`config.mk`:
```
export PLATFORM = sky130hd
export DESIGN_NAME = ppu_timing
export DESIGN_NICKNAME = d
export VERILOG_FILES = /design/src/design/ppu_pkg.sv /design/src/design/ppu_timing.sv
export SDC_FILE = /design/constraint.sdc
export NUM_CORES = 1
export LEC_CHECK = 0
export BUFFER_PORTS_ARGS = -buffer_cell sky130_fd_sc_hd__buf_2
export CAP_MARGIN = 20
export CORE_MARGIN = 10
export CORE_UTILIZATION = 51
export DETAILED_ROUTE_END_ITERATION = 6
export PLACE_DENSITY = 0.83
export SETUP_SLACK_MARGIN = 0.05
export SLEW_MARGIN = 0
export SYNTH_ARGS = -nofsm -noshare
export SYNTH_HDL_FRONTEND = slang
export SYNTH_SLANG_ARGS = --single-unit
```
`constraint.sdc`:
```
create_clock -name clk -period 2.72 [get_ports clk]
set_input_delay 0.136 -clock clk [delete_from_list [all_inputs] [get_ports clk]]
set_output_delay 0.136 -clock clk [all_outputs]
set_load 0.02 [all_outputs]
```
`src/design/ppu_pkg.sv`:
```
package ppu_pkg;

  // ======================================
  // Display timing
  // ======================================
  localparam int DOTS_PER_LINE   = 456;
  localparam int LINES_PER_FRAME = 154;
  localparam int SCREEN_WIDTH    = 160;
  localparam int SCREEN_HEIGHT   = 144;
  // OAM scan, then pixel transfer, rest of line is hblank
  localparam int MODE2_LEN       = 80;
  localparam int MODE3_LEN       = 172;

  // ======================================
  // CPU address map
  // ======================================
  localparam logic [15:0] VRAM_START = 16'h8000;
  localparam logic [15:0] VRAM_END   = 16'h9FFF;
  localparam logic [15:0] OAM_START  = 16'hFE00;
  localparam logic [15:0] OAM_END    = 16'hFE9F;

  // LCD control registers
  localparam logic [15:0] LCDC_ADDR = 16'hFF40;
  localparam logic [15:0] STAT_ADDR = 16'hFF41;
  localparam logic [15:0] SCY_ADDR  = 16'hFF42;
  localparam logic [15:0] SCX_ADDR  = 16'hFF43;
  localparam logic [15:0] LY_ADDR   = 16'hFF44;
  localparam logic [15:0] LYC_ADDR  = 16'hFF45;
  localparam logic [15:0] BGP_ADDR  = 16'hFF47;
  localparam logic [15:0] WY_ADDR   = 16'hFF4A;
  localparam logic [15:0] WX_ADDR   = 16'hFF4B;

  // ======================================
  // Shared types
  // ======================================
  typedef enum logic [1:0] {
    MODE_HBLANK   = 2'd0,
    MODE_VBLANK   = 2'd1,
    MODE_OAM_SCAN = 2'd2,
    MODE_TRANSFER = 2'd3
  } ppu_mode_t;

  // One CPU access, strobes last a single cycle
  typedef struct packed {
    logic [15:0] addr;
    logic [7:0]  wdata;
    logic        write_en;
    logic        read_en;
  } cpu_bus_t;

  // Writable registers
  // stat_en bit 3 is LYC, then mode 2, mode 1, mode 0
  typedef struct packed {
    logic [7:0] lcdc;
    logic [3:0] stat_en;
    logic [7:0] scy;
    logic [7:0] scx;
    logic [7:0] lyc;
    logic [7:0] bgp;
    logic [7:0] wy;
    logic [7:0] wx;
  } ppu_regs_t;

  typedef struct packed {
    logic [7:0] ly;
    ppu_mode_t  mode;
    logic       lyc_match;
  } ppu_status_t;

  // Leftmost pixel sits in bit 7 of each plane
  typedef struct packed {
    logic [7:0] lo;
    logic [7:0] hi;
  } tile_row_t;

  typedef struct packed {
    logic [7:0] x;
    logic [7:0] y;
    logic [1:0] shade;
  } lcd_pixel_t;

endpackage

```
`src/design/ppu_timing.sv`:
```
`timescale 1ns/1ps

module ppu_timing (
  input  logic                  clk,
  input  logic                  reset,
  input  ppu_pkg::ppu_regs_t    regs,
  input  ppu_pkg::tile_row_t    row,
  input  logic                  empty,
  output ppu_pkg::ppu_status_t  status,
  output logic                  line_start,
  output logic                  pop,
  output logic                  pixel_valid,
  output ppu_pkg::lcd_pixel_t   pixel,
  output logic                  vblank_req,
  output logic                  stat_req
);

  logic [8:0] dot;
  logic [7:0] ly;
  logic [7:0] ly_prev;
  logic       lyc_match;
  logic       lcd_on;
  logic       mode_irq_en;
  ppu_pkg::ppu_mode_t mode;
  ppu_pkg::ppu_mode_t mode_prev;

  // Background shifter
  logic [7:0] sh_lo;
  logic [7:0] sh_hi;
  logic [3:0] sh_cnt;
  logic [7:0] x_cnt;
  logic       in_transfer;
  logic       emit;
  logic [1:0] color;

  assign lcd_on = regs.lcdc[7];

  // ======================================
  // Dot and line counters
  // ======================================
  always_ff @(posedge clk or posedge reset) begin
    if (reset) begin
      dot <= '0;
      ly  <= '0;
    end else if (!lcd_on) begin
      // Held at the top left while the LCD is off
      dot <= '0;
      ly  <= '0;
    end else if (dot == ppu_pkg::DOTS_PER_LINE - 1) begin
      dot <= '0;
      if (ly == ppu_pkg::LINES_PER_FRAME - 1) begin
        ly <= '0;
      end else begin
        ly <= ly + 8'd1;
      end
    end else begin
      dot <= dot + 9'd1;
    end
  end

  always_comb begin
    if (ly >= ppu_pkg::SCREEN_HEIGHT) begin
      mode = ppu_pkg::MODE_VBLANK;
    end else if (dot < ppu_pkg::MODE2_LEN) begin
      mode = ppu_pkg::MODE_OAM_SCAN;
    end else if (dot < ppu_pkg::MODE2_LEN + ppu_pkg::MODE3_LEN) begin
      mode = ppu_pkg::MODE_TRANSFER;
    end else begin
      mode = ppu_pkg::MODE_HBLANK;
    end
  end

  assign status.ly        = ly;
  assign status.mode      = mode;
  assign status.lyc_match = lyc_match;

  // First dot of mode 3, visible lines only
  assign line_start = (mode == ppu_pkg::MODE_TRANSFER) && (dot == ppu_pkg::MODE2_LEN);

  // ======================================
  // Interrupt pulses
  // ======================================
  always_comb begin
    case (mode)
      ppu_pkg::MODE_HBLANK:   mode_irq_en = regs.stat_en[0];
      ppu_pkg::MODE_VBLANK:   mode_irq_en = regs.stat_en[1];
      ppu_pkg::MODE_OAM_SCAN: mode_irq_en = regs.stat_en[2];
      default:                mode_irq_en = 1'b0;
    endcase
  end

  always_ff @(posedge clk or posedge reset) begin
    if (reset) begin
      ly_prev    <= '0;
      mode_prev  <= ppu_pkg::MODE_HBLANK;
      lyc_match  <= 1'b0;
      vblank_req <= 1'b0;
      stat_req   <= 1'b0;
    end else begin
      ly_prev   <= ly;
      mode_prev <= mode;
      lyc_match <= lcd_on && (ly == regs.lyc);
      // Last dot of the last visible line
      vblank_req <= lcd_on && (dot == ppu_pkg::DOTS_PER_LINE - 1)
                    && (ly == ppu_pkg::SCREEN_HEIGHT - 1);
      // LYC hit wins, else entry into an enabled mode
      stat_req <= (regs.stat_en[3] && (ly != ly_prev) && (ly == regs.lyc))
                  || ((mode != mode_prev) && mode_irq_en);
    end
  end

  // ======================================
  // Pixel shifter and palette
  // ======================================
  assign in_transfer = (mode == ppu_pkg::MODE_TRANSFER);
  assign emit  = in_transfer && !line_start && (sh_cnt != 4'd0)
                 && (x_cnt < ppu_pkg::SCREEN_WIDTH);
  // Refill when drained, or as the last held pixel leaves
  assign pop   = in_transfer && !line_start && !empty
                 && ((sh_cnt == 4'd0) || ((sh_cnt == 4'd1) && emit));
  assign color = {sh_hi[7], sh_lo[7]};

  always_ff @(posedge clk or posedge reset) begin
    if (reset) begin
      sh_lo       <= '0;
      sh_hi       <= '0;
      sh_cnt      <= '0;
      x_cnt       <= '0;
      pixel_valid <= 1'b0;
      pixel       <= '0;
    end else begin
      pixel_valid <= emit;
      if (emit) begin
        pixel.x     <= x_cnt;
        pixel.y     <= ly;
        pixel.shade <= regs.bgp[{color, 1'b0} +: 2];
        x_cnt       <= x_cnt + 8'd1;
      end
      if (line_start) begin
        sh_cnt <= '0;
        x_cnt  <= '0;
      end else if (pop) begin
        sh_lo  <= row.lo;
        sh_hi  <= row.hi;
        sh_cnt <= 4'd8;
      end else if (emit) begin
        sh_lo  <= {sh_lo[6:0], 1'b0};
        sh_hi  <= {sh_hi[6:0], 1'b0};
        sh_cnt <= sh_cnt - 4'd1;
      end
    end
  end

  // Pixels only leave while the LCD sits in mode 3
  pix_in_transfer_a: assert property (@(posedge clk) disable iff (reset)
    pixel_valid && regs.lcdc[7] |-> status.mode == ppu_pkg::MODE_TRANSFER);

  // Whole line out by the time mode 3 ends
  line_complete_a: assert property (@(posedge clk) disable iff (reset)
    (mode_prev == ppu_pkg::MODE_TRANSFER) && (mode == ppu_pkg::MODE_HBLANK)
    |-> x_cnt == ppu_pkg::SCREEN_WIDTH);

endmodule

```
### Word level (Yosys, flattened, before mapping)

Index checks and enable logic that the tools add are counted.

| storage, ports and cells | value |
|---|---|
| input port bits | 79 |
| output and inout port bits | 34 |
| logic and storage cells | 79 |
| bits in registers | 77 |

| operators by class | value |
|---|---|
| $lt $le $gt $ge | 4 |
| eq/ne operators | 12 |
| bitwise gates (word level) | 1 |
| add/sub/neg operators | 4 |
| mux-type cells | 18 |
| shift operators | 1 |
| reduce and logical (&&, ||, !) cells | 24 |

Operators with widths:

| operator | number |
|---|---|
| two-way mux 8 bit | 9 |
| two-way mux 9 bit | 2 |
| adder 8 x 1 -> 8 bit, second input constant | 2 |
| == test 8 bit, second input constant | 2 |
| logical AND 1 bit | 13 |
| two-way mux 4 bit | 3 |
| adder 9 x 1 -> 9 bit, second input constant | 1 |
| == test 9 x 7 -> 1 bit, second input constant | 1 |
| == test 9 bit, second input constant | 1 |
| less-than comparator 9 x 7 -> 1 bit, second input constant | 1 |
| less-than comparator 9 x 8 -> 1 bit, second input constant | 1 |
| == test 8 bit | 1 |
| greater-or-equal comparator 8 bit, second input constant | 1 |
| less-than comparator 8 bit, second input constant | 1 |
| != test 8 bit | 1 |
| variable part select 8 x 4 -> 2 bit | 1 |
| two-way mux 2 bit | 3 |
| == test 2 bit, second input constant | 2 |
| == test 4 x 1 -> 1 bit, second input constant | 1 |
| zero test 4 bit | 1 |
| nonzero test 2 bit | 2 |
| nonzero test 4 bit | 1 |
| subtractor 4 x 1 -> 4 bit, second input constant | 1 |
| one-hot mux 1 bit (3 select lines) | 1 |
| other kinds (9) | 11 |

### Depth between registers and ports, before layout

Gate-level depths: netlist of the first run.

| depth | value |
|---|---|
| depth in word-level cells | 15 |
| gate-level depth with buffers | 8 |
| depth with buffers taken out | 7 |

### Worst setup path before layout of the first run

OpenSTA, ideal clock, no wires.

| timing | value |
|---|---|
| path type | register -> register |
| start point | register ly[7] |
| end point | register ly[5] |
| slack | 0.746 ns |
| stages on the path, launching flop included | 8 |
| clock period less this slack | 1.974 ns |
| buffers on the path | 2 |
| setup time | 0.128 ns |
| arrival time | 1.846 ns |
| required time | 2.592 ns |
| cell sequence | dfrtp_1 buf_2 or3b_2 o2111ai_1 clkbuf_1 o21ai_0 nand2_1 o41ai_1 |

| on the way | value |
|---|---|
| longest elaborated chain between the ends | 4 |

Ends and longest elaborated chain:

| item | line | source |
|---|---|---|
| start, declared | ppu_timing.sv:19 | `logic [7:0] ly;` |
| start signal, assigned | ppu_timing.sv:54 | `ly <= ly + 8'd1;` |
| == test 8 bit | ppu_timing.sv:51 | `if (ly == ppu_pkg::LINES_PER_FRAME - 1) begin` |
| two-way mux 8 bit | ppu_timing.sv:51 |  |
| two-way mux 8 bit | ppu_timing.sv:49 | `end else if (dot == ppu_pkg::DOTS_PER_LINE - 1) begin` |
| two-way mux 8 bit | ppu_timing.sv:45 | `end else if (!lcd_on) begin` |

No other way between the ends. The select of a mux whose other input is x is not followed.
A chain may end at the register's enable or synchronous reset.

### Final worst setup path of the first run

| timing | value |
|---|---|
| start point | register dot[0] |
| end point | output line_start |

| on the way | value |
|---|---|
| longest elaborated chain between the ends | 6 |
| elaborated cells between the ends (all ways) | 8 |
| classes of those cells | order compare (2); eq/ne (2); mux (3); reduce/logical (1) |

Ends and longest elaborated chain:

| item | line | source |
|---|---|---|
| start, declared | ppu_timing.sv:18 | `logic [8:0] dot;` |
| start signal, assigned | ppu_timing.sv:57 | `dot <= dot + 9'd1;` |
| less-than comparator 9 x 8 -> 1 bit | ppu_timing.sv:66 | `end else if (dot < ppu_pkg::MODE2_LEN + ppu_pkg::MODE3_LEN) begin` |
| two-way mux 2 bit | ppu_timing.sv:66 |  |
| two-way mux 2 bit | ppu_timing.sv:64 | `end else if (dot < ppu_pkg::MODE2_LEN) begin` |
| two-way mux 2 bit | ppu_timing.sv:62 | `if (ly >= ppu_pkg::SCREEN_HEIGHT) begin` |
| == test 2 bit | ppu_timing.sv:78 | `assign line_start = (mode == ppu_pkg::MODE_TRANSFER) && (dot == ppu_pkg::MODE2_LEN);` |
| logical AND 1 bit * | ppu_timing.sv:78 |  |
| end, declared | ppu_timing.sv:10 | `output logic line_start,` |

Every way passes the cells marked *; elsewhere a longest branch is shown, timed or not.

==> results of run 1 <==
-- routing by layer --
metal / part of all wire / global-route usage / up-vias
met1: 0.42 / 0.183 / 1404
met3: 0.054 / 0.0426 / 8
met5: 0 / 0 / -
li1: - / - / 1390
met2: 0.51 / 0.261 / 69
met4: 0.012 / 0.0549 / 0
-- cell type report --
class | count | area share
clock inverters | 4 | 0.0113
multi-input cells | 237 | 0.371
flip-flops and latches | 77 | 0.436
repair buffers | 86 | 0.109
clock buffers | 10 | 0.0311
well taps | 99 | 0.0280
inverters | 16 | 0.0136
-- cell families after synthesis --
| logic type | Yosys count |
|---|---|
| DFF | 77 |
| AOI/OAI and AO/OA | 81 |
| adders and majority gates | 9 |
| buffers and inverters | 36 |
| and+or+nand+nor | 98 |
| xor gates and xnor gates | 29 |
| muxes | 20 |
-- state kept, by name, summed over array words and instances, names as in the netlist, 2 cells and up --
register / flops
dot: 9
ly: 8
ly_prev: 8
mode_prev: 2
pixel: 18
sh_cnt: 4
sh_hi: 8
sh_lo: 8
x_cnt: 8
-- power by group through the flow --
stage | Combinational (mW) | Clock [mW] | Sequential (mW)
3_3_place_gp | 0.272 | 0 | 1.29
4_1_cts | 0.291 | 0.855 | 1.27
2_1_floorplan | 0.190 | 0 | 1.29
5_1_grt | 0.329 | 0.913 | 1.28
3_5_place_dp | 0.287 | 0 | 1.30
6_report | 0.292 | 0.838 | 1.27
-- worst register-to-register path, cell delays in order (launching register included) --
cell	delay (ns)
dfrtp_1	0.43
inv_1	0.10
ha_1	0.19
nor3b_1	0.42
mux2i_1	0.20
nor4_4	0.37
buf_4	0.28
a21oi_1	0.06
a31oi_1	0.16
-- metrics by stage --
step / cell area (um2) / total power, mW
floorplan: 3720 / 1.48
global placement: 4190 / 1.56
detailed placement: 4190 / 1.58
CTS: 4410 / 2.42
global route: 4420 / 2.52
finish: 4420 / 2.40
-- final timing paths --
path / start / to / slack (ns) / cells past startpoint
hold reg to reg: dot[0] / dot[0] / 0.48 / 1
hold / removal: regs[51] / stat_req / 0.04 / 2
setup / recovery: dot[0] / line_start / 0.24 / 7
min in group asynchronous: reset / ly[3] / 0.46 / 3
setup reg to reg: sh_cnt[0] / sh_cnt[3] / 0.44 / 8
max in group asynchronous: reset / sh_cnt[2] / 1.59 / 4
-- placed cells by master (no fill, tap or decap), drive strengths merged, types with 7 or more instances in the layout --
| cell type | count |
|---|---|
| nand2 | 18 |
| o21ai | 15 |
| clkbuf | 10 |
| o22ai | 15 |
| o31ai | 7 |
| ha | 9 |
| xnor2 | 14 |
| xor2 | 15 |
| mux2 | 16 |
| nor2 | 32 |
| nand3 | 15 |
| buf | 83 |
| a21oi | 23 |
| dfrtp | 77 |
| inv | 16 |
-- timing repair --
action	in CTS	in global routing
endpoints found under the setup margin	0	1
resized for setup	0	1
hold endpoints to repair	34	0
hold buffers	3	0
==> key figures, run 1 <==
Worst setup path
  • Worst path bufs/invs: 3
  • CP delay by family, top: simple AND/OR/NAND/NOR gates
  • CP Launch Type: flop
  • CP max-delay cell: dfrtp_1
  • Setup CP Type: flop to primary output
  • Crit-path cells: inv_1 -> ha_1 -> nor4bb_2 -> and2_1 -> nand2_1 -> inv_1 -> buf_2
  • Crit path arrival time: 2.34 ns
  • Required @ worst endpoint: 2.58 ns
  • Crit-path max cell delay: 0.41 ns
  • Most frequent CP cell: inv_1
  • Crit-path max FO: 11
  • Endpoint class of the critical path: primary output

Yosys
  • Synth top area cells: dfrtp_1, mux2_2, xor2_1, xnor2_1, nor2_1
  • Yosys reg bits: 77
  • EDFF count, synth: 0
  • Mapped Nets: 438
  • Post-Synth Simple-Gate Area: 0.137
  • Primary FF master, synth: dfrtp_1
  • Sequential share of the synthesized area: 0.518
  • Gate Count Post-Synth: 350
  • Commonest cells post-synth: dfrtp_1, nor2_1, a21oi_1
  • Largest area contributor in the netlist: dfrtp_1
  • Post-synthesis async set-or-reset flop share: 1.00
  • Synth Warn #: 0
  • Synth Area in Adders: 0.0303
  • Dominant cell by count in the synthesized netlist: dfrtp_1
  • Area share of the largest cell type after synthesis: 0.518
  • Post-Syn Area per Cell: 10.6 um2
  • Mapped Area: about 3700 um2
  • Main combinational cell family by area after synthesis: compound AO/OA/AOI/OAI gates
  • Post-synthesis mux area share: 0.0659
  • Synth Area in Compound Gates: 0.137
  • Post-Synth XOR/XNOR Area: 0.0683
  • Netlist cell types: 52

STA
  • Final worst-path cycle share: 0.912
  • RSZ-0062 raised after global routing: false
  • Max_slew headroom: 0.480
  • Clock skew: 0.00731 ns
  • Final setup vio count: 0
  • Pins Over Slew Limit: 0
  • TNS Setup: 0 ns
  • Final setup margin: 0.240 ns
  • Worst-Margin Slew: 0.773 ns
  • Fmax: 403 MHz
  • Final hold slack: 0.0414 ns
  • Final Hold Violating Endpoints: 0
  • Min Tclk post-route: 2.48 ns

Route
  • Post-Route WL: 8480 um
  • DR vias/cell: 5.43
  • DRC errors left: 0
  • DR pass1 iterations: 5
  • Via count: 2871
  • Post-route ant nets: 0
  • Routed len/inst: 16.0 um
  • Initial drt markers: around 160

Finish
  • Register area: 1930 um2
  • Area of the multi-input gates: between 1500 and 2000 um2
  • Layout area overhead: 18.9%
  • Share of post-route cells with drive strength above 1: 0.291
  • Layout Cells excl Fill: 529
  • Diodes inserted: 0
  • Fin nets: 515
  • FILL cells: 576
  • Final core utilization: 0.617

Place
  • Worst slack, placed: 0.484 ns
  • IO Port Bufs: 73
  • Dpl cells: a little over 500
  • Placer Congestion: 0.821
  • DPL Wire Length: 6090 um

Job
  • Max-cap violations: 0

CTS
  • # clock sinks: 77
  • Root buffer cell: clkbuf_8
  • CTS Buf Count: 9
  • Clock Latency Late Sink: about 0.34 ns
  • Clock transition at path regs: roughly 0.070 ns
  • Post-CTS setup buffer count: 0
  • H-tree levels: 3
  • CTS tree: done
  • CTS Buffer Depth: 2

Global route
  • Total GRT Usage: 0.154
  • Largest net degree at the start of global routing: 46
  • Initial antenna violation count: 0
  • Gr ovfl total: 0
  • Vias in the first global route: 2972
  • First-pass GRT wire length: 14300 um

Power and ir drop
  • Switch Pwr: 608 uW
  • Seq pwr share: 0.530
  • Pwr Density: around 540 nW/um2
  • VDD IR max: 0.299 mV
  • Switch share: 0.253
  • Internal cell power: 1.80 mW
  • Pleak: 2.19 nW
  • Clock power share: 0.348
  • Comb pwr share: 0.121

Floorplanning
  • Core ar.: around 7200 um2
  • Initial core utilization: 0.518
  • IO Pins: 113
  • Vert. Die Dim: about 110 um
  • Die X: 105 um
  • Die area: between 10000 and 15000 um2
  • Row count: 31

Outcome
  • Status: finished, final reports clean

Hold path
  • Hold WC Path Type: input port to flop
Note: power is estimated with default switching activity, not from simulation.
==> run 2: changes to the inputs <==
==> constraint.sdc (replaced) <==
create_clock -name clk -period 2.72 [get_ports clk]
set_input_delay 0.272 -clock clk [delete_from_list [all_inputs] [get_ports clk]]
set_output_delay 0.272 -clock clk [all_outputs]
set_load 0.02 [all_outputs]
==> run 2 against run 1 <==
Effect of this change:
- non-clock buffer count is the same
- critical endpoint is now pop
- flip-flop and latch count is the same
- global-route usage grew 0.43 points
- first-iteration DRC count shrank 21%
- clock skew grew 0.0056 ns
- clock power grew 12%
- combinational power is essentially flat
==> key figures, run 2 (synthesis results as in run 1) <==
STA
  • Final hold slack: 0.115 ns
  • Min Tclk post-route: 2.46 ns
  • Final Hold Violating Endpoints: 0
  • Fmax: 407 MHz
  • Clock skew: 0.0129 ns
  • RSZ-0062 raised after global routing: false
  • Final setup vio count: 0
  • Worst-Margin Slew: 0.811 ns
  • Pins Over Slew Limit: 0
  • TNS Setup: 0 ns
  • Final setup margin: 0.262 ns
  • Max_slew headroom: 0.454
  • Final worst-path cycle share: 0.904

Place
  • Placer Congestion: approximately 0.84
  • Placed cell areas: 4210 um2
  • IO Port Bufs: between 70 and 80
  • DPL Wire Length: 6240 um
  • Worst slack, placed: between 0.4 and 0.5 ns
  • Dpl cells: around 500

Global route
  • Met2 Track Usage GR: 0.265
  • Most crowded layer after global routing: met2
  • First-pass GRT wire length: 14600 um
  • Vias in the first global route: 3051
  • Total GRT Usage: 0.158
  • Gr ovfl total: 0
  • Largest net degree at the start of global routing: 41
  • Initial antenna violation count: 0
  • Met1 Use GR: 0.188
  • Grt met3 use: 0.0524

Power and ir drop
  • Pwr Density: 565 nW/um2
  • VDD IR max: 0.296 mV
  • Final Total Pwr: 2.51 mW
  • Pleak: 2.20 nW

Worst setup path
  • Critical path depth: 5
  • Reg2reg path depth: 7
  • Setup CP Type: flop to primary output
  • Worst path bufs/invs: 1
  • Crit-path max FO: 11
  • CP delay by family, top: compound AO/OA/AOI/OAI gates
  • Reg2reg end: x_cnt[6]
  • Worst r2r src: sh_cnt[0]
  • Crit path from: ly[6]
  • Required @ worst endpoint: 2.45 ns
  • CP Launch Type: flop
  • Crit path arrival time: 2.19 ns
  • Endpoint class of the critical path: primary output
  • CP max-delay cell: dfrtp_1
  • Crit-path cells: o31a_1 -> a21oi_2 -> nand3_1 -> nor2_2 -> buf_2
  • Crit path to: pop
  • Worst R2R Setup Slack: between 0.4 and 0.5 ns
  • Crit-path max cell delay: roughly 0.54 ns

Route
  • Post-Route WL: 8630 um
  • Routed len/inst: 16.3 um
  • Via count: 2942
  • Initial drt markers: 123
  • Post-route ant nets: 0
  • DR vias/cell: 5.55
  • DR pass1 iterations: 4
  • DRC errors left: 0

Finish
  • Diodes inserted: 0
  • Layout area overhead: 19.4%
  • FILL cells: 602
  • Share of post-route cells with drive strength above 1: 0.295
  • Most common library cell in the layout ignoring fill and taps: dfrtp_1
  • Max reg flops: 18
  • Fin nets: between 500 and 600
  • Most frequent cells in the layout: dfrtp_1, buf_2, nor2_1, a21oi_1, nand2_1
  • Final instance area: around 4400 um2
  • Biggest regs: pixel (18), dot (9)
  • Layout Cells excl Fill: 530
  • Final core utilization: 0.619
  • Largest Register: pixel

Hold path
  • Hold WC Path Type: input port to flop

Floorplanning
  • Core ar.: approximately 7200 um2
  • Die X: 105 um
  • Row count: 31
  • Initial core utilization: 0.518
  • Vert. Die Dim: approximately 110 um
  • Die area: 11100 um2
  • IO Pins: 113

Job
  • Max-cap violations: 0

CTS
  • CTS Buf Count: 9
  • CTS tree: done
  • H-tree levels: 3
  • Clock Latency Late Sink: 0.36 ns
  • Root buffer cell: clkbuf_8
  • CTS Buffer Depth: 2
  • Clock transition at path regs: 0.08 ns
  • # clock sinks: 77
  • Post-CTS setup buffer count: 0

Outcome
  • Status: finished, final reports clean
run 2: routing by layer:
| layer | wire [um] | vias to the layer above |
|---|---|---|
| met4 | 153 | 0 |
| li1 | - | 1395 |
| met3 | 432 | 14 |
| met1 | 3670 | 1468 |
| met5 | 0 | - |
| met2 | 4380 | 65 |
run 2: layout make-up:
| cell class | instances | area [um2] | share of cell area |
|---|---|---|---|
| clock inverters | 4 | 72.6 | 0.0163 |
| well taps | 99 | 124 | 0.0279 |
| inverters | 16 | 60.1 | 0.0135 |
| flip-flops and latches | 77 | 1930 | 0.434 |
| multi-input cells | 237 | 1640 | 0.369 |
| clock buffers | 11 | 141 | 0.0318 |
| repair buffers | 86 | 478 | 0.108 |
run 2: worst min-delay path by stage:
| stage | startpoint | endpoint | depth (start not counted) |
|---|---|---|---|
| 3_5_place_dp | reset | pixel[3] | 2 |
| 2_1_floorplan | row[0] | sh_hi[0] | 1 |
| 6_report | row[0] | sh_hi[0] | 2 |
| 4_1_cts | row[0] | sh_hi[0] | 2 |
| 5_1_grt | row[0] | sh_hi[0] | 2 |
| 3_3_place_gp | reset | pixel[3] | 2 |
run 2: power by group:
part	leakage [nW]	switching, mW	internal [mW]
Combinational	1.08	0.151	0.140
Clock	0.105	0.405	0.535
Sequential	1.02	0.0579	1.22
Total	2.20	0.614	1.89
run 2: worst reg2reg max path: stages (launching register included):
cell      delay (ns)
dfrtp_1         0.42
inv_1           0.08
ha_1            0.23
nor3b_1         0.18
a211oi_1        0.32
nand3_2         0.27
or4_1           0.54
a21oi_1         0.17
run 2: repair_timing:
action                                 4_1_cts  5_1_grt
resized for setup                            0        1
endpoints found under the hold margin       13        0
setup endpoints to repair                    0        1
hold buffers                                 1        0
