`config.mk`:
```
export PLATFORM = sky130hd
export DESIGN_NAME = ppu_fetcher
export DESIGN_NICKNAME = d
export VERILOG_FILES = /design/src/design/ppu_pkg.sv /design/src/design/ppu_fetcher.sv
export SDC_FILE = /design/constraint.sdc
export NUM_CORES = 1
export LEC_CHECK = 0
export ABC_AREA = 1
export BUFFER_PORTS_ARGS = -buffer_cell sky130_fd_sc_hd__buf_2
export CAP_MARGIN = 20
export CELL_PAD_IN_SITES_DETAIL_PLACEMENT = 1
export CELL_PAD_IN_SITES_GLOBAL_PLACEMENT = 2
export CORE_MARGIN = 4
export CORE_UTILIZATION = 22
export DETAILED_ROUTE_END_ITERATION = 10
export PLACE_DENSITY_LB_ADDON = 0.08
export SYNTH_ARGS = -nofsm -noshare
export SYNTH_HDL_FRONTEND = slang
export SYNTH_SLANG_ARGS = --single-unit
```
`constraint.sdc`:
```
create_clock -name clk -period 2.4 [get_ports clk]
set_input_delay 0.48 -clock clk [delete_from_list [all_inputs] [get_ports clk]]
set_output_delay 0.48 -clock clk [all_outputs]
set_load 0.02 [all_outputs]
```
`src/design/ppu_pkg.sv`:
```
package ppu_pkg;

  // ======================================
  // Display timing
  // ======================================
  localparam int DOTS_PER_LINE   = 456;
  localparam int LINES_PER_FRAME = 154;
  localparam int SCREEN_WIDTH    = 160;
  localparam int SCREEN_HEIGHT   = 144;
  // OAM scan, then pixel transfer, rest of line is hblank
  localparam int MODE2_LEN       = 80;
  localparam int MODE3_LEN       = 172;

  // ======================================
  // CPU address map
  // ======================================
  localparam logic [15:0] VRAM_START = 16'h8000;
  localparam logic [15:0] VRAM_END   = 16'h9FFF;
  localparam logic [15:0] OAM_START  = 16'hFE00;
  localparam logic [15:0] OAM_END    = 16'hFE9F;

  // LCD control registers
  localparam logic [15:0] LCDC_ADDR = 16'hFF40;
  localparam logic [15:0] STAT_ADDR = 16'hFF41;
  localparam logic [15:0] SCY_ADDR  = 16'hFF42;
  localparam logic [15:0] SCX_ADDR  = 16'hFF43;
  localparam logic [15:0] LY_ADDR   = 16'hFF44;
  localparam logic [15:0] LYC_ADDR  = 16'hFF45;
  localparam logic [15:0] BGP_ADDR  = 16'hFF47;
  localparam logic [15:0] WY_ADDR   = 16'hFF4A;
  localparam logic [15:0] WX_ADDR   = 16'hFF4B;

  // ======================================
  // Shared types
  // ======================================
  typedef enum logic [1:0] {
    MODE_HBLANK   = 2'd0,
    MODE_VBLANK   = 2'd1,
    MODE_OAM_SCAN = 2'd2,
    MODE_TRANSFER = 2'd3
  } ppu_mode_t;

  // One CPU access, strobes last a single cycle
  typedef struct packed {
    logic [15:0] addr;
    logic [7:0]  wdata;
    logic        write_en;
    logic        read_en;
  } cpu_bus_t;

  // Writable registers
  // stat_en bit 3 is LYC, then mode 2, mode 1, mode 0
  typedef struct packed {
    logic [7:0] lcdc;
    logic [3:0] stat_en;
    logic [7:0] scy;
    logic [7:0] scx;
    logic [7:0] lyc;
    logic [7:0] bgp;
    logic [7:0] wy;
    logic [7:0] wx;
  } ppu_regs_t;

  typedef struct packed {
    logic [7:0] ly;
    ppu_mode_t  mode;
    logic       lyc_match;
  } ppu_status_t;

  // Leftmost pixel sits in bit 7 of each plane
  typedef struct packed {
    logic [7:0] lo;
    logic [7:0] hi;
  } tile_row_t;

  typedef struct packed {
    logic [7:0] x;
    logic [7:0] y;
    logic [1:0] shade;
  } lcd_pixel_t;

endpackage

```
`src/design/ppu_fetcher.sv`:
```
`timescale 1ns/1ps

module ppu_fetcher #(
  parameter int VRAM_DEPTH = 8192,
  localparam int VAW = $clog2(VRAM_DEPTH)
) (
  input  logic                clk,
  input  logic                reset,
  input  ppu_pkg::ppu_regs_t  regs,
  input  logic [7:0]          ly,
  input  logic                line_start,
  input  logic [7:0]          vram_rdata,
  input  logic                full,
  output logic [VAW-1:0]      vram_addr,
  output logic                vram_re,
  output logic                push,
  output ppu_pkg::tile_row_t  row
);

  localparam logic [15:0] MAP_LO_BASE  = 16'h9800;
  localparam logic [15:0] MAP_HI_BASE  = 16'h9C00;
  localparam logic [15:0] DATA_U_BASE  = 16'h8000;
  localparam logic [15:0] DATA_S_BASE  = 16'h9000;
  localparam int          ROWS_PER_LINE = 20;

  typedef enum logic [1:0] {
    S_MAP  = 2'd0,
    S_LO   = 2'd1,
    S_HI   = 2'd2,
    S_PUSH = 2'd3
  } fetch_state_t;

  fetch_state_t state;
  logic        active;
  logic [4:0]  tile_cnt;
  logic [7:0]  idx_q;
  logic [7:0]  lo_q;
  logic [7:0]  bg_y;
  logic [4:0]  map_col;
  logic [7:0]  idx_sel;
  logic [15:0] map_addr;
  logic [15:0] tile_base;
  logic [15:0] data_addr;
  logic [15:0] fetch_addr;

  // ======================================
  // VRAM address generation
  // ======================================
  assign bg_y    = ly + regs.scy;
  // Coarse scroll only, map wraps at 32 tiles
  assign map_col = regs.scx[7:3] + tile_cnt;
  assign map_addr = (regs.lcdc[3] ? MAP_HI_BASE : MAP_LO_BASE)
                    + {6'd0, bg_y[7:3], map_col};

  // Index arrives from RAM in S_LO, held afterwards
  assign idx_sel = (state == S_LO) ? vram_rdata : idx_q;
  // lcdc bit 4 clear means signed index around 9000h
  assign tile_base = regs.lcdc[4] ? (DATA_U_BASE + {4'd0, idx_sel, 4'd0})
                                  : (DATA_S_BASE + {{4{idx_sel[7]}}, idx_sel, 4'd0});
  assign data_addr = tile_base + {12'd0, bg_y[2:0], state == S_HI};

  assign fetch_addr = (state == S_MAP) ? map_addr : data_addr;
  assign vram_addr  = VAW'(fetch_addr - ppu_pkg::VRAM_START);
  assign vram_re    = active && (state != S_PUSH);

  // High plane comes straight from RAM, it holds while stalled
  assign row.lo = lo_q;
  assign row.hi = vram_rdata;
  assign push   = active && (state == S_PUSH) && !full;

  // ======================================
  // Sequencer
  // ======================================
  always_ff @(posedge clk or posedge reset) begin
    if (reset) begin
      state    <= S_MAP;
      active   <= 1'b0;
      tile_cnt <= '0;
      idx_q    <= '0;
      lo_q     <= '0;
    end else if (line_start) begin
      state    <= S_MAP;
      active   <= 1'b1;
      tile_cnt <= '0;
    end else if (active) begin
      case (state)
        S_MAP: state <= S_LO;
        S_LO: begin
          idx_q <= vram_rdata;
          state <= S_HI;
        end
        S_HI: begin
          lo_q  <= vram_rdata;
          state <= S_PUSH;
        end
        default: begin
          // Wait here while the queue is full
          if (!full) begin
            state    <= S_MAP;
            tile_cnt <= tile_cnt + 5'd1;
            if (tile_cnt == ROWS_PER_LINE - 1) begin
              active <= 1'b0;
            end
          end
        end
      endcase
    end
  end

  // Stalled row stays put until the queue drains
  row_hold_a: assert property (@(posedge clk) disable iff (reset)
    active && (state == S_PUSH) && full |=> $stable(row));

endmodule

```
# Yosys cells after proc, flatten, opt, wreduce, memory -nomap -nowiden
# Cells that the tools add are included.
# word_totals
register_bits,24
latch_bits,0
ram_bits,0
rom_bits,0
n_memories,0
# classes
n_addsub,8
n_mul,0
div,0
n_lt_le_gt_ge,0
n_eq_ne,8
shift,0
n_mux,17
bitwise_logic,1
reduce_logical,11
# op_table
op,n
13-bit 2-to-1 mux,2
5-bit 2-to-1 mux,4
"1-bit by 12-bit adder with 13-bit output, first input constant",1
13-bit by 10-bit adder with 13-bit output,1
"13-bit adder, first input constant",1
13-bit by 4-bit adder with 13-bit output,1
"13-bit by 1-bit subtractor with 13-bit output, second input constant",1
11-bit 2-to-1 mux,1
8-bit adder,1
8-bit 2-to-1 mux,1
2-bit 2-to-1 mux,3
2-bit one-hot mux with 3 select lines,1
3-bit AND reduction,2
"5-bit by 1-bit adder with 5-bit output, second input constant",1
5-bit adder,1
"5-bit equality test, second input constant",1
1-bit 2-to-1 mux,5
"5-bit by 2-bit != test with 1-bit output, second input constant",1
"2-bit equality test, second input constant",2
"2-bit != test, second input constant",2
2-bit AND reduction,2
1-bit logical AND,3
3-bit OR reduction,1
"2-bit by 1-bit equality test with 1-bit output, second input constant",1
5 further kinds,5

# Depth between registers and ports, before layout
# Gate-level depths: netlist (run 1).
# depth
ltp_word,7
mapped_depth,11
depth_no_buf,11

# Least setup slack after synthesis (run 1)
# Ideal clock, no wire load.
# synth_path
kind,input-to-output
from,input regs[40] (netlist name)
to,output vram_addr[6]
t_arrival_ps,1628
required_time_ps,1920
setup_slack_ps,292
path_stages,10
cell_sequence,ha_1 > inv_1 > fa_1 > inv_1 > nand2_1 > nand2_1 > and2_4 > or2_0 > nand3_1 > nand2_1
# synth_via
elab_chain_cells,4
word_cells_on_any_way,5
classes_between,4 x add/sub; 1 x mux
# synth_rtl
item,line,rtl
from (decl),ppu_fetcher.sv:9,"input ppu_pkg::ppu_regs_t regs,"
8-bit adder *,ppu_fetcher.sv:49,assign bg_y = ly + regs.scy;
13-bit by 4-bit adder with 13-bit output / 13-bit by 10-bit adder with 13-bit output (equally long branches),"ppu_fetcher.sv:60, ppu_fetcher.sv:53",
13-bit 2-to-1 mux *,ppu_fetcher.sv:62,assign fetch_addr = (state == S_MAP) ? map_addr : data_addr;
13-bit by 1-bit subtractor with 13-bit output *,ppu_fetcher.sv:63,assign vram_addr = VAW'(fetch_addr - ppu_pkg::VRAM_START);
to (decl),ppu_fetcher.sv:14,"output logic [VAW-1:0] vram_addr,"
# Every way passes the cells marked *; elsewhere a longest branch is shown, timed or not.

# Worst setup path after layout (run 1)
# layout_path
from,register tile_cnt[0]
to,output vram_addr[4]
# layout_via
elab_chain_cells,4
# layout_rtl
item,line,rtl
from (decl),ppu_fetcher.sv:35,logic [4:0] tile_cnt;
from (signal assigned),ppu_fetcher.sv:100,tile_cnt <= tile_cnt + 5'd1;
5-bit adder,ppu_fetcher.sv:51,assign map_col = regs.scx[7:3] + tile_cnt;
13-bit by 10-bit adder with 13-bit output,ppu_fetcher.sv:53,"+ {6'd0, bg_y[7:3], map_col};"
13-bit 2-to-1 mux,ppu_fetcher.sv:62,
13-bit by 1-bit subtractor with 13-bit output,ppu_fetcher.sv:63,
# Every way passes these cells.

==> results of run 1 <==
-- synthesized netlist by cell type, types with 2 or more instances --
library cell and instances:
nand2_1 64, o21ai_0 26, nand3b_1 3, or2_2 2, ha_1 16, nor2_1 13, inv_1 37, fa_1 2
buf_4 9, nor3_1 3, a21oi_1 5, dfrtp_1 24, buf_2 2, nand3_1 15, mux2_4 7
-- per-layer routing --
metal  track usage (%)  up-vias  share of wire, %  routed length [um]
met5                 0        -                 0                   0
met4              1.24        0              0.36                  19
met3              2.22        2               4.4                 233
met2              17.7       37                49                2560
met1              15.2      811                47                2450
li1                  -      911                 -                   -
-- cell families (layout without fill, tap and decap cells) --
| group | Yosys count | in the layout | share of synthesized area, % |
|---|---|---|---|
| muxes | 7 | 7 | 5.62 |
| buffers and inverters | 50 | 119 | 12.0 |
| xor gates and xnor gates | 2 | 2 | 0.937 |
| DFF | 24 | 24 | 32.1 |
| adders and majority gates | 18 | 18 | 12.9 |
| AOI/OAI and AO/OA | 36 | 36 | 10.1 |
| and+or+nand+nor | 108 | 108 | 26.4 |
-- power groups by stage --
stage | clock [mW] | sequential, mW | combinational (mW)
2_1_floorplan | 0 | 0.670 | 0.604
3_3_place_gp | 0 | 0.586 | 1.01
3_5_place_dp | 0 | 0.588 | 1.02
4_1_cts | 0.385 | 0.581 | 1.05
5_1_grt | 0.397 | 0.597 | 1.20
6_report | 0.366 | 0.582 | 1.08
-- critical path, delay by kind of cell, from the launching register on --
| kind | cells | cell delay (ns) |
|---|---|---|
| adders and majority gates | 2 | 0.52 |
| and+or+nand+nor | 7 | 0.42 |
| buffers and inverters | 3 | 0.24 |
| DFF | 1 | 0.37 |
-- repair_timing --
item	in CTS	in global routing
gates resized for setup	7	20
buffers inserted	2	5
endpoints found under the setup margin	5	7
pin swaps	1	5
-- state kept, by name, summed over array words and instances, names as in the netlist --
signal,flops
idx_q,8
active,1
tile_cnt,5
state,2
lo_q,8
-- metrics by stage --
| step | hold WS (ns) | util [%] | TNS, ns |
|---|---|---|---|
| floorplan | 0.490 | - | 0 |
| global placement | 0.472 | 27.6 | 0 |
| detailed placement | 0.470 | 27.6 | -0.0128 |
| CTS | 0.262 | 28.9 | 0 |
| global route | 0.288 | 30.1 | -0.0343 |
| finish | 0.247 | 30.1 | 0 |
-- final timing paths --
path	from	end	slack, ns	cells after the start
setup / recovery	tile_cnt[0]	vram_addr[4]	0.09	12
hold / removal	reset	tile_cnt[4]	0.25	3
setup reg to reg	state[1]	state[0]	0.71	7
hold reg to reg	lo_q[1]	lo_q[1]	0.49	2
max in group asynchronous	reset	tile_cnt[1]	1.87	3
min in group clk	vram_rdata[0]	lo_q[0]	0.46	2
-- area by class of cell --
| cell class | count | area (um2) | area share (%) |
|---|---|---|---|
| well taps | 105 | 131 | 5.28 |
| repair buffers | 77 | 430 | 17.3 |
| clock inverters | 1 | 30.0 | 1.21 |
| clock buffers | 3 | 41.3 | 1.66 |
| flip-flops and latches | 24 | 602 | 24.2 |
| multi-input cells | 171 | 1100 | 44.4 |
| inverters | 38 | 146 | 5.89 |
==> metrics, run 1 <==
Sequential Power Share 28.7%; # setup viols final 0; FILL cells between 1000 and 1500; CTS max path bufs 2; die area ~0.010 mm2; num rows 33; synthesis warning total 0; clk root buf clkbuf_8; non-filler instance count after layout 419; EDFF count, synth 0; Setup WS post-layout approximately 0.094 ns; Pwr Density a little over 800 mW/mm2; Synth Area per Inst approximately 7.6 um2; Critical-path top delay cell dfrtp_1; syn nets 343; global router's overall resource usage roughly 11%; Comb pwr share between 50% and 60%; Inserted Clock Buffers 3; clock period minus final worst setup slack 2.31 ns; initial core utilization roughly 23%; Max Cap Viol 0; Routability Congestion between 0.7 and 0.8; area leader, netlist dfrtp_1; CTS tree done; fin crit share a little over nine tenths; drt pass-1 iters 4; Worst Path Arrival 1.83 ns; Iter 0 DRT Violations 36; RSZ-0062 raised after global routing yes; worst hold path class in2async; final hold vios 0; IO Port Bufs 65; Chip Height 100 um; core box area just over 0.008 mm2; Sw Pwr approximately 0.84 mW; H-tree levels 1; dominant synthesized flop cell dfrtp_1; Clk pwr share about 18%; P_int about 1.2 mW; Antenna Cells 0; Detailed Place HPWL 4.15 mm; pre-CTS setup slack -0.0128 ns; commonest non-fill, non-tap cell in the layout buf_2; Final Cell Area roughly 0.0025 mm2; largest net degree at the start of global routing 25; grt total ovfl 0; total power between 2 and 2.5 mW; Final Routed Wirelength about 5.3 mm; top-area cell type share of the netlist area 32.1%; placed cells roughly 410; Distinct cells, synth 32; Via Count roughly 1800; cts hold-fix bufs 0; Area Growth Syn to Fin 33.0%; number of synthesized register bits 24; CTS sink cnt 24; commonest cells after routing, fill and taps aside 62 x buf_2, 57 x nand2_1, 32 x inv_1; first-pass GRT wire length 8.75 mm; worst-skew pair later-pin latency 0.27 ns; cell count after synthesis between 200 and 250; clock-pin slew on the worst setup and hold paths roughly 0.09 ns; wire per inst ~13 um; crit path max fanout 2; Nets 413; Ports about 110; vias in the first global route ~1800; Final ANT Viol Nets 0; Worst setup EP type primary output; slowest stage delay, CP ~0.37 ns; Final Skew slightly above 0.006 ns; DRC Markers 0; Final Max Tran Viols 0; cell leakage power 1.32 nW; fraction of layout cells with a size suffix above 1 37.3%; most used cell, CP nand2_2; mapped cell area about 0.0019 mm2; synth top area cells dfrtp_1 32%, nand2_1 13%, ha_1 11%, inv_1 7.4%, o21ai_0 7.0%; Placed Area between 0.002 and 0.0025 mm2; net switching fraction of the power 41.3%; VDD IR max about 0.00018 V; Slew @ Worst Pin approximately 0.36 ns; critical path launch point type register; f_max 434 MHz; status complete, no violations; kind of critical path reg2out; crit-path cells ha_2 > inv_2 > fa_2 > inv_2 > nand2_2 > nand2_2 > nand2_2 > nand2_1 > nand2_1 > nand3_2 > nand2_2 > buf_6; Data required, critical path between 1.5 and 2 ns; drt via density between 4 and 5; post-synthesis sequential area ratio 32.1%; ys async rst share 100%; initial antenna violation count 0; worst relative slew slack between 70% and 80%; Die X about 100 um
(Power assumes the default switching activity.)
==> inputs of run 2 (changes only) <==
--- a/config.mk
+++ b/config.mk
@@ -10,7 +10,6 @@
 export CAP_MARGIN = 20
 export CELL_PAD_IN_SITES_DETAIL_PLACEMENT = 1
 export CELL_PAD_IN_SITES_GLOBAL_PLACEMENT = 2
-export CORE_MARGIN = 4
 export CORE_UTILIZATION = 22
 export DETAILED_ROUTE_END_ITERATION = 10
 export PLACE_DENSITY_LB_ADDON = 0.08
==> run 2 against run 1 <==
Worst setup slack got worse by 0.038 ns. Total power decreased by 2.2%. Non-clock buffer count down 1. Hold slack worse by 0.0050 ns. Largest power group unchanged. Largest cell class unchanged. Wire length fell by 6.8%.
==> metrics, run 2 (same netlist as run 1, synthesis figures left out) <==
accumulated negative setup slack 0 ns (unchanged); num rows 33 (unchanged); global router's overall resource usage 11.7% (was 10.8%); Data required, critical path 1.92 ns (about the same); Final Routed Wirelength 4.91 mm (was 5.26 mm); H-tree levels 1 (unchanged); Max Cap Viol 0 (unchanged); Iter 0 DRT Violations 21 (was 36); Pwr Density 810 mW/mm2 (was 815 mW/mm2); initial antenna violation count 0 (unchanged); Area Growth Syn to Fin 30.9% (was 33.0%); commonest cells after routing, fill and taps aside 61 x buf_2, 58 x nand2_1, 34 x inv_1 (was 62 x buf_2, 57 x nand2_1, 32 x inv_1); final hold vios 0 (unchanged); most used cell, CP nand2_2 (unchanged); crit-path cells ha_2 > inv_2 > fa_2 > inv_2 > nand2_2 > nand2_2 > nand2_2 > nand2_1 > nand2_1 > nand3_2 > nand2_2 > buf_6 (unchanged); VDD IR max 0.000283 V (was 0.000177 V); die area 0.00887 mm2 (was 0.0100 mm2); Die X 94.2 um (was 100 um); Via Count 1766 (was 1761); Ports 111 (unchanged); Chip Height 94.2 um (was 100 um); core box area 0.00822 mm2 (was 0.00826 mm2); clock-pin slew on the worst setup and hold paths 0.09 ns (about the same); slowest stage delay, CP 0.37 ns (about the same); Final Skew 0.00239 ns (was 0.00611 ns); crit path max fanout 2 (unchanged); fin crit share 97.7% (was 96.1%); Final ANT Viol Nets 0 (unchanged); Detailed Place HPWL 3.87 mm (was 4.15 mm); initial core utilization 22.8% (was 22.6%); worst hold path class in2async (unchanged); Inserted Clock Buffers 3 (unchanged); first-pass GRT wire length 8.05 mm (was 8.75 mm); pre-CTS setup slack -0.0114 ns (was -0.0128 ns); worst relative slew slack 72.6% (was 76.2%); DRC Markers 0 (unchanged); Nets 412 (was 413); FILL cells 1057 (was 1015); R2R depth 7 (unchanged); f_max 427 MHz (was 434 MHz); Worst Path Arrival 1.86 ns (was 1.83 ns); CTS max path bufs 2 (unchanged); cell leakage power 1.32 nW (about the same); commonest non-fill, non-tap cell in the layout buf_2 (unchanged); status complete, no violations (unchanged); clk root buf clkbuf_8 (unchanged); drt via density 4.22 (was 4.20); worst-skew pair later-pin latency 0.27 ns (about the same); Setup WS post-layout 0.0560 ns (was 0.0939 ns); vias in the first global route 1737 (was 1786); Routability Congestion 0.787 (was 0.714); non-filler instance count after layout 418 (was 419); IO Port Bufs 65 (unchanged); largest net degree at the start of global routing 25 (unchanged); RSZ-0062 raised after global routing yes (unchanged); CTS tree done (unchanged); fraction of layout cells with a size suffix above 1 35.1% (was 37.3%); clock period minus final worst setup slack 2.34 ns (was 2.31 ns); Top Registers idx_q: 8 flops, lo_q: 8 flops, tile_cnt: 5 flops (unchanged); Final Max Tran Viols 0 (unchanged); FF-to-FF Start state[0] (was state[1]); kind of critical path reg2out (unchanged); worst r2r dst state[0] (unchanged); placed cells 408 (unchanged); cts hold-fix bufs 0 (unchanged); critical path launch point type register (unchanged); Critical-path top delay cell dfrtp_1 (unchanged); Worst setup EP type primary output (unchanged); R2R Setup Slk 0.89 ns (was 0.71 ns); Slew @ Worst Pin 0.410 ns (was 0.357 ns); CTS sink cnt 24 (unchanged); # setup viols final 0 (unchanged); Antenna Cells 0 (unchanged); grt total ovfl 0 (unchanged); wire per inst 11.7 um (was 12.6 um); drt pass-1 iters 4 (unchanged)
==> run 2: worst max-delay path: cells and delay by family, from the launching register on <==
family | cells | cell delay (ns)
fa+ha+maj | 2 | 0.56
simple gates | 7 | 0.40
flops | 1 | 0.37
buf+inv | 3 | 0.23
==> run 2: how the worst max path moves through the flow <==
stage	start	endpoint	slack, ns	cells after the start
after floorplan	regs[40]	vram_addr[6]	0.29	10
after global placement	regs[40]	vram_addr[6]	-0.007	12
after detailed placement	regs[40]	vram_addr[6]	-0.01	12
after CTS	regs[40]	vram_addr[6]	0.004	12
after global routing	tile_cnt[0]	vram_addr[4]	-0.07	12
final	tile_cnt[0]	vram_addr[4]	0.06	12
==> run 2: routing by layer <==
layer | track usage (%) | up-vias | wire [um]
met4 | 2.69 | 0 | 40
met1 | 15.6 | 812 | 2410
met2 | 19.2 | 37 | 2270
met5 | 0 | - | 0
li1 | - | 913 | -
met3 | 2.43 | 4 | 192
==> run 2: through the flow <==
step / total power, mW / util, % / area (um2) / hold slack, ns
final: 1.98 / 29.8 / 2450 / 0.242
after global routing: 2.15 / 29.8 / 2450 / 0.267
after CTS: 2.01 / 29.4 / 2410 / 0.251
after detailed placement: 1.60 / 27.8 / 2280 / 0.477
after global placement: 1.59 / 27.8 / 2280 / 0.471
after floorplan: 1.27 / - / 1870 / 0.490
==> run 2: final cells by class <==
type	instances	area [um2]	area share [%]
tap	105	131	5.37
clock inverter	1	30.0	1.23
sequential	24	601	24.6
clock buffer	3	41.3	1.69
inverter	38	143	5.83
multi-input combinational	171	1070	43.9
timing repair buffer	76	425	17.4
==> run 2: what timing repair did <==
action,in CTS,in global routing
endpoints found under the setup margin,2,4
buffers inserted,5,1
gates resized for setup,8,13
pin swaps,5,11
==> run 2: report_power, final <==
| group | internal (mW) | switching [mW] |
|---|---|---|
| sequential | 0.526 | 0.0564 |
| combinational | 0.416 | 0.616 |
| clock | 0.223 | 0.145 |
==> inputs of run 3 (changes only) <==
--- a/config.mk
+++ b/config.mk
@@ -5,14 +5,14 @@
 export SDC_FILE = /design/constraint.sdc
 export NUM_CORES = 1
 export LEC_CHECK = 0
-export ABC_AREA = 1
 export BUFFER_PORTS_ARGS = -buffer_cell sky130_fd_sc_hd__buf_2
 export CAP_MARGIN = 20
 export CELL_PAD_IN_SITES_DETAIL_PLACEMENT = 1
 export CELL_PAD_IN_SITES_GLOBAL_PLACEMENT = 2
-export CORE_UTILIZATION = 22
+export CORE_UTILIZATION = 24
 export DETAILED_ROUTE_END_ITERATION = 10
 export PLACE_DENSITY_LB_ADDON = 0.08
+export SKIP_CTS_REPAIR_TIMING = 1
 export SYNTH_ARGS = -nofsm -noshare
 export SYNTH_HDL_FRONTEND = slang
 export SYNTH_SLANG_ARGS = --single-unit
==> run 3 against run 2 <==
The flow now finishes with violations (negative setup slack). Design area increased by 5.7%. Fmax decreased by 3.9%. Via count decreased by 11%. Utilization increased by 5.9 points. Non-clock buffer count increased by 11. Sequential share of layout area decreased by 1.3 points. Final cell count decreased by 14%. Sequential cell count unchanged. Global-route usage increased by 1.6 points. Hold slack improved by 0.0034 ns. Sequential power increased by 11%. Area after synthesis decreased by 3.5%. Highest routed layer unchanged.
==> metrics, run 3 <==
post-synthesis sequential area ratio 33.3% (was 32.1%); core box area 0.00725 mm2 (was 0.00822 mm2); crit path max fanout 3 (was 2); EDFF count, synth 0 (unchanged); drt via density 4.39 (was 4.22); Die X 88.7 um (was 94.2 um); Pwr Density 1100 mW/mm2 (was 810 mW/mm2); top-area cell type share of the netlist area 33.3% (was 32.1%); kind of critical path in2out (was reg2out); synth top area cells dfrtp_1 33%, mux2_2 12%, ha_1 11%, buf_4 3.3%, xor2_1 2.9% (was dfrtp_1 32%, nand2_1 13%, ha_1 11%, inv_1 7.4%, o21ai_0 7.0%); fin crit share 102% (was 97.7%); syn nets 281 (was 343); IO Port Bufs 65 (unchanged); Placed Area 0.00231 mm2 (was 0.00228 mm2); Inserted Clock Buffers 3 (unchanged); Worst setup EP type primary output (unchanged); Worst Path Arrival 1.96 ns (was 1.86 ns); Antenna Cells 0 (unchanged); Post-synth top cells 24 x dfrtp_1, 19 x mux2_2, 16 x ha_1 (was 64 x nand2_1, 37 x inv_1, 26 x o21ai_0); Via Count 1573 (was 1766); CTS tree done (unchanged); wire per inst 13.9 um (was 11.7 um); grt total ovfl 0 (unchanged); Distinct cells, synth 42 (was 32); CTS max path bufs 2 (unchanged); Critical-path top delay cell o31a_1 (was dfrtp_1); dominant synthesized flop cell dfrtp_1 (unchanged); critical path launch point type primary input (was register); worst-skew pair later-pin latency 0.27 ns (about the same); number of synthesized register bits 24 (unchanged); Chip Height 88.7 um (was 94.2 um); commonest non-fill, non-tap cell in the layout buf_2 (unchanged); clock-pin slew on the worst setup and hold paths 0.09 ns (about the same); cell leakage power 1.20 nW (was 1.32 nW); VDD IR max 0.000437 V (was 0.000283 V); synthesis warning total 0 (unchanged); Layout Utilization 35.7% (was 29.8%); Nets 358 (was 412); die area 0.00787 mm2 (was 0.00887 mm2); mapped cell area 0.00180 mm2 (was 0.00187 mm2); Detailed Place HPWL 3.91 mm (was 3.87 mm); clk root buf clkbuf_8 (unchanged); Ports 111 (unchanged); DRC Markers 0 (unchanged); worst hold path class in2async (unchanged); Area Growth Syn to Fin 43.3% (was 30.9%); failing checks negative setup slack; Final ANT Viol Nets 0 (unchanged); first-pass GRT wire length 7.85 mm (was 8.05 mm); pre-CTS setup slack -0.210 ns (was -0.0114 ns); slowest stage delay, CP 0.31 ns (was 0.37 ns); RSZ-0062 raised after global routing yes (unchanged); Setup WS post-layout -0.0381 ns (was 0.0560 ns); initial core utilization 24.9% (was 22.8%); Data required, critical path 1.92 ns (about the same); drt pass-1 iters 4 (unchanged); FILL cells 872 (was 1057); cell count after synthesis 183 (was 245); worst r2r dst state[0] (unchanged); Routability Congestion 0.699 (was 0.787); Slew @ Worst Pin 0.344 ns (was 0.410 ns); crit-path cells buf_6 > ha_4 > inv_2 > fa_2 > nor2b_4 > o31a_1 > o2111a_1 > a211oi_2 > buf_4 (was ha_2 > inv_2 > fa_2 > inv_2 > nand2_2 > nand2_2 > nand2_2 > nand2_1 > nand2_1 > nand3_2 > nand2_2 > buf_6); CP Launch Point ly[0] (was tile_cnt[0]); clock period minus final worst setup slack 2.44 ns (was 2.34 ns); largest net degree at the start of global routing 25 (unchanged); num rows 31 (was 33); initial antenna violation count 0 (unchanged); Top Registers idx_q: 8 flops, lo_q: 8 flops, tile_cnt: 5 flops (unchanged); fraction of layout cells with a size suffix above 1 52.5% (was 35.1%); worst relative slew slack 77.0% (was 72.6%); vias in the first global route 1586 (was 1737); final hold vios 0 (unchanged); Synth Area per Inst 9.86 um2 (was 7.63 um2); global router's overall resource usage 13.3% (was 11.7%); status finished with violations (was complete, no violations); R2R depth 8 (was 7); Final Max Tran Viols 0 (unchanged); Iter 0 DRT Violations 25 (was 21); Final Cell Area 0.00259 mm2 (was 0.00245 mm2); R2R Setup Slk 0.82 ns (was 0.89 ns); commonest cells after routing, fill and taps aside 57 x buf_2, 24 x buf_4, 23 x dfrtp_1 (was 61 x buf_2, 58 x nand2_1, 34 x inv_1); ys async rst share 100% (unchanged); most frequent cell after synthesis dfrtp_1 (was nand2_1); f_max 410 MHz (was 427 MHz); FF-to-FF Start state[0] (unchanged); Max Cap Viol 0 (unchanged); Final Skew 0.000747 ns (was 0.00239 ns); # setup viols final 2 (was 0); CTS sink cnt 24 (unchanged); H-tree levels 1 (unchanged); Worst setup endpoint vram_addr[8] (was vram_addr[4]); Final Routed Wirelength 4.99 mm (was 4.91 mm); area leader, netlist dfrtp_1 (unchanged)
-- run 3: logic make-up after synthesis --
logic type | after synthesis | share of synthesized area [%]
muxes | 23 | 14.1
buffers and inverters | 26 | 7.42
adders and majority gates | 18 | 13.3
and+or+nand+nor | 45 | 13.5
AOI/OAI and AO/OA | 37 | 13.5
DFF | 24 | 33.3
xor gates and xnor gates | 10 | 4.85
-- run 3: power by group --
part	leakage [nW]	switching, mW	internal, mW
Combinational	0.869	0.961	0.868
Clock	0.0357	0.136	0.223
Sequential	0.292	0.0831	0.561
-- run 3: metal layers --
layer	track usage [%]	routed length (um)	up-vias
met1	17.6	2320	743
met4	3.96	53	0
met5	0	0	-
li1	-	-	787
met3	1.40	181	5
met2	22.9	2440	38
-- run 3: worst min-delay path by stage --
stage                     startpoint  cells after the start       end  slack, ns
after floorplan             idx_q[7]                      1  idx_q[7]       0.47
after global placement      idx_q[7]                      1  idx_q[7]       0.48
after detailed placement    idx_q[5]                      1  idx_q[5]       0.49
after CTS                      reset                      3  idx_q[0]       0.25
after global routing           reset                      3   lo_q[4]       0.28
final                          reset                      3   lo_q[4]       0.25
-- run 3: worst max-delay path: cells and delay by family --
kind            cells  cell delay [ns]
compound gates      3             0.71
fa+ha+maj           2             0.40
buf+inv             3             0.33
simple gates        1             0.05
-- run 3: cell type report --
type / instances / area (um2) / area share, %
clock buffer: 3 / 41.3 / 1.60
tap: 99 / 124 / 4.79
inverter: 11 / 47.5 / 1.84
multi-input combinational: 133 / 1210 / 46.7
clock inverter: 1 / 30.0 / 1.16
sequential: 24 / 602 / 23.3
timing repair buffer: 87 / 533 / 20.6
-- run 3: per-stage QoR --
stage               hold WS, ns  cells  total power, mW   TNS, ns
finish                    0.246    358             2.83   -0.0536
global route              0.283    358             3.06    -0.462
CTS                       0.253    354             2.60     -1.29
detailed placement        0.490    350             2.22    -0.760
global placement          0.483    350             2.21    -0.578
floorplan                 0.471    183             1.67  -0.00314
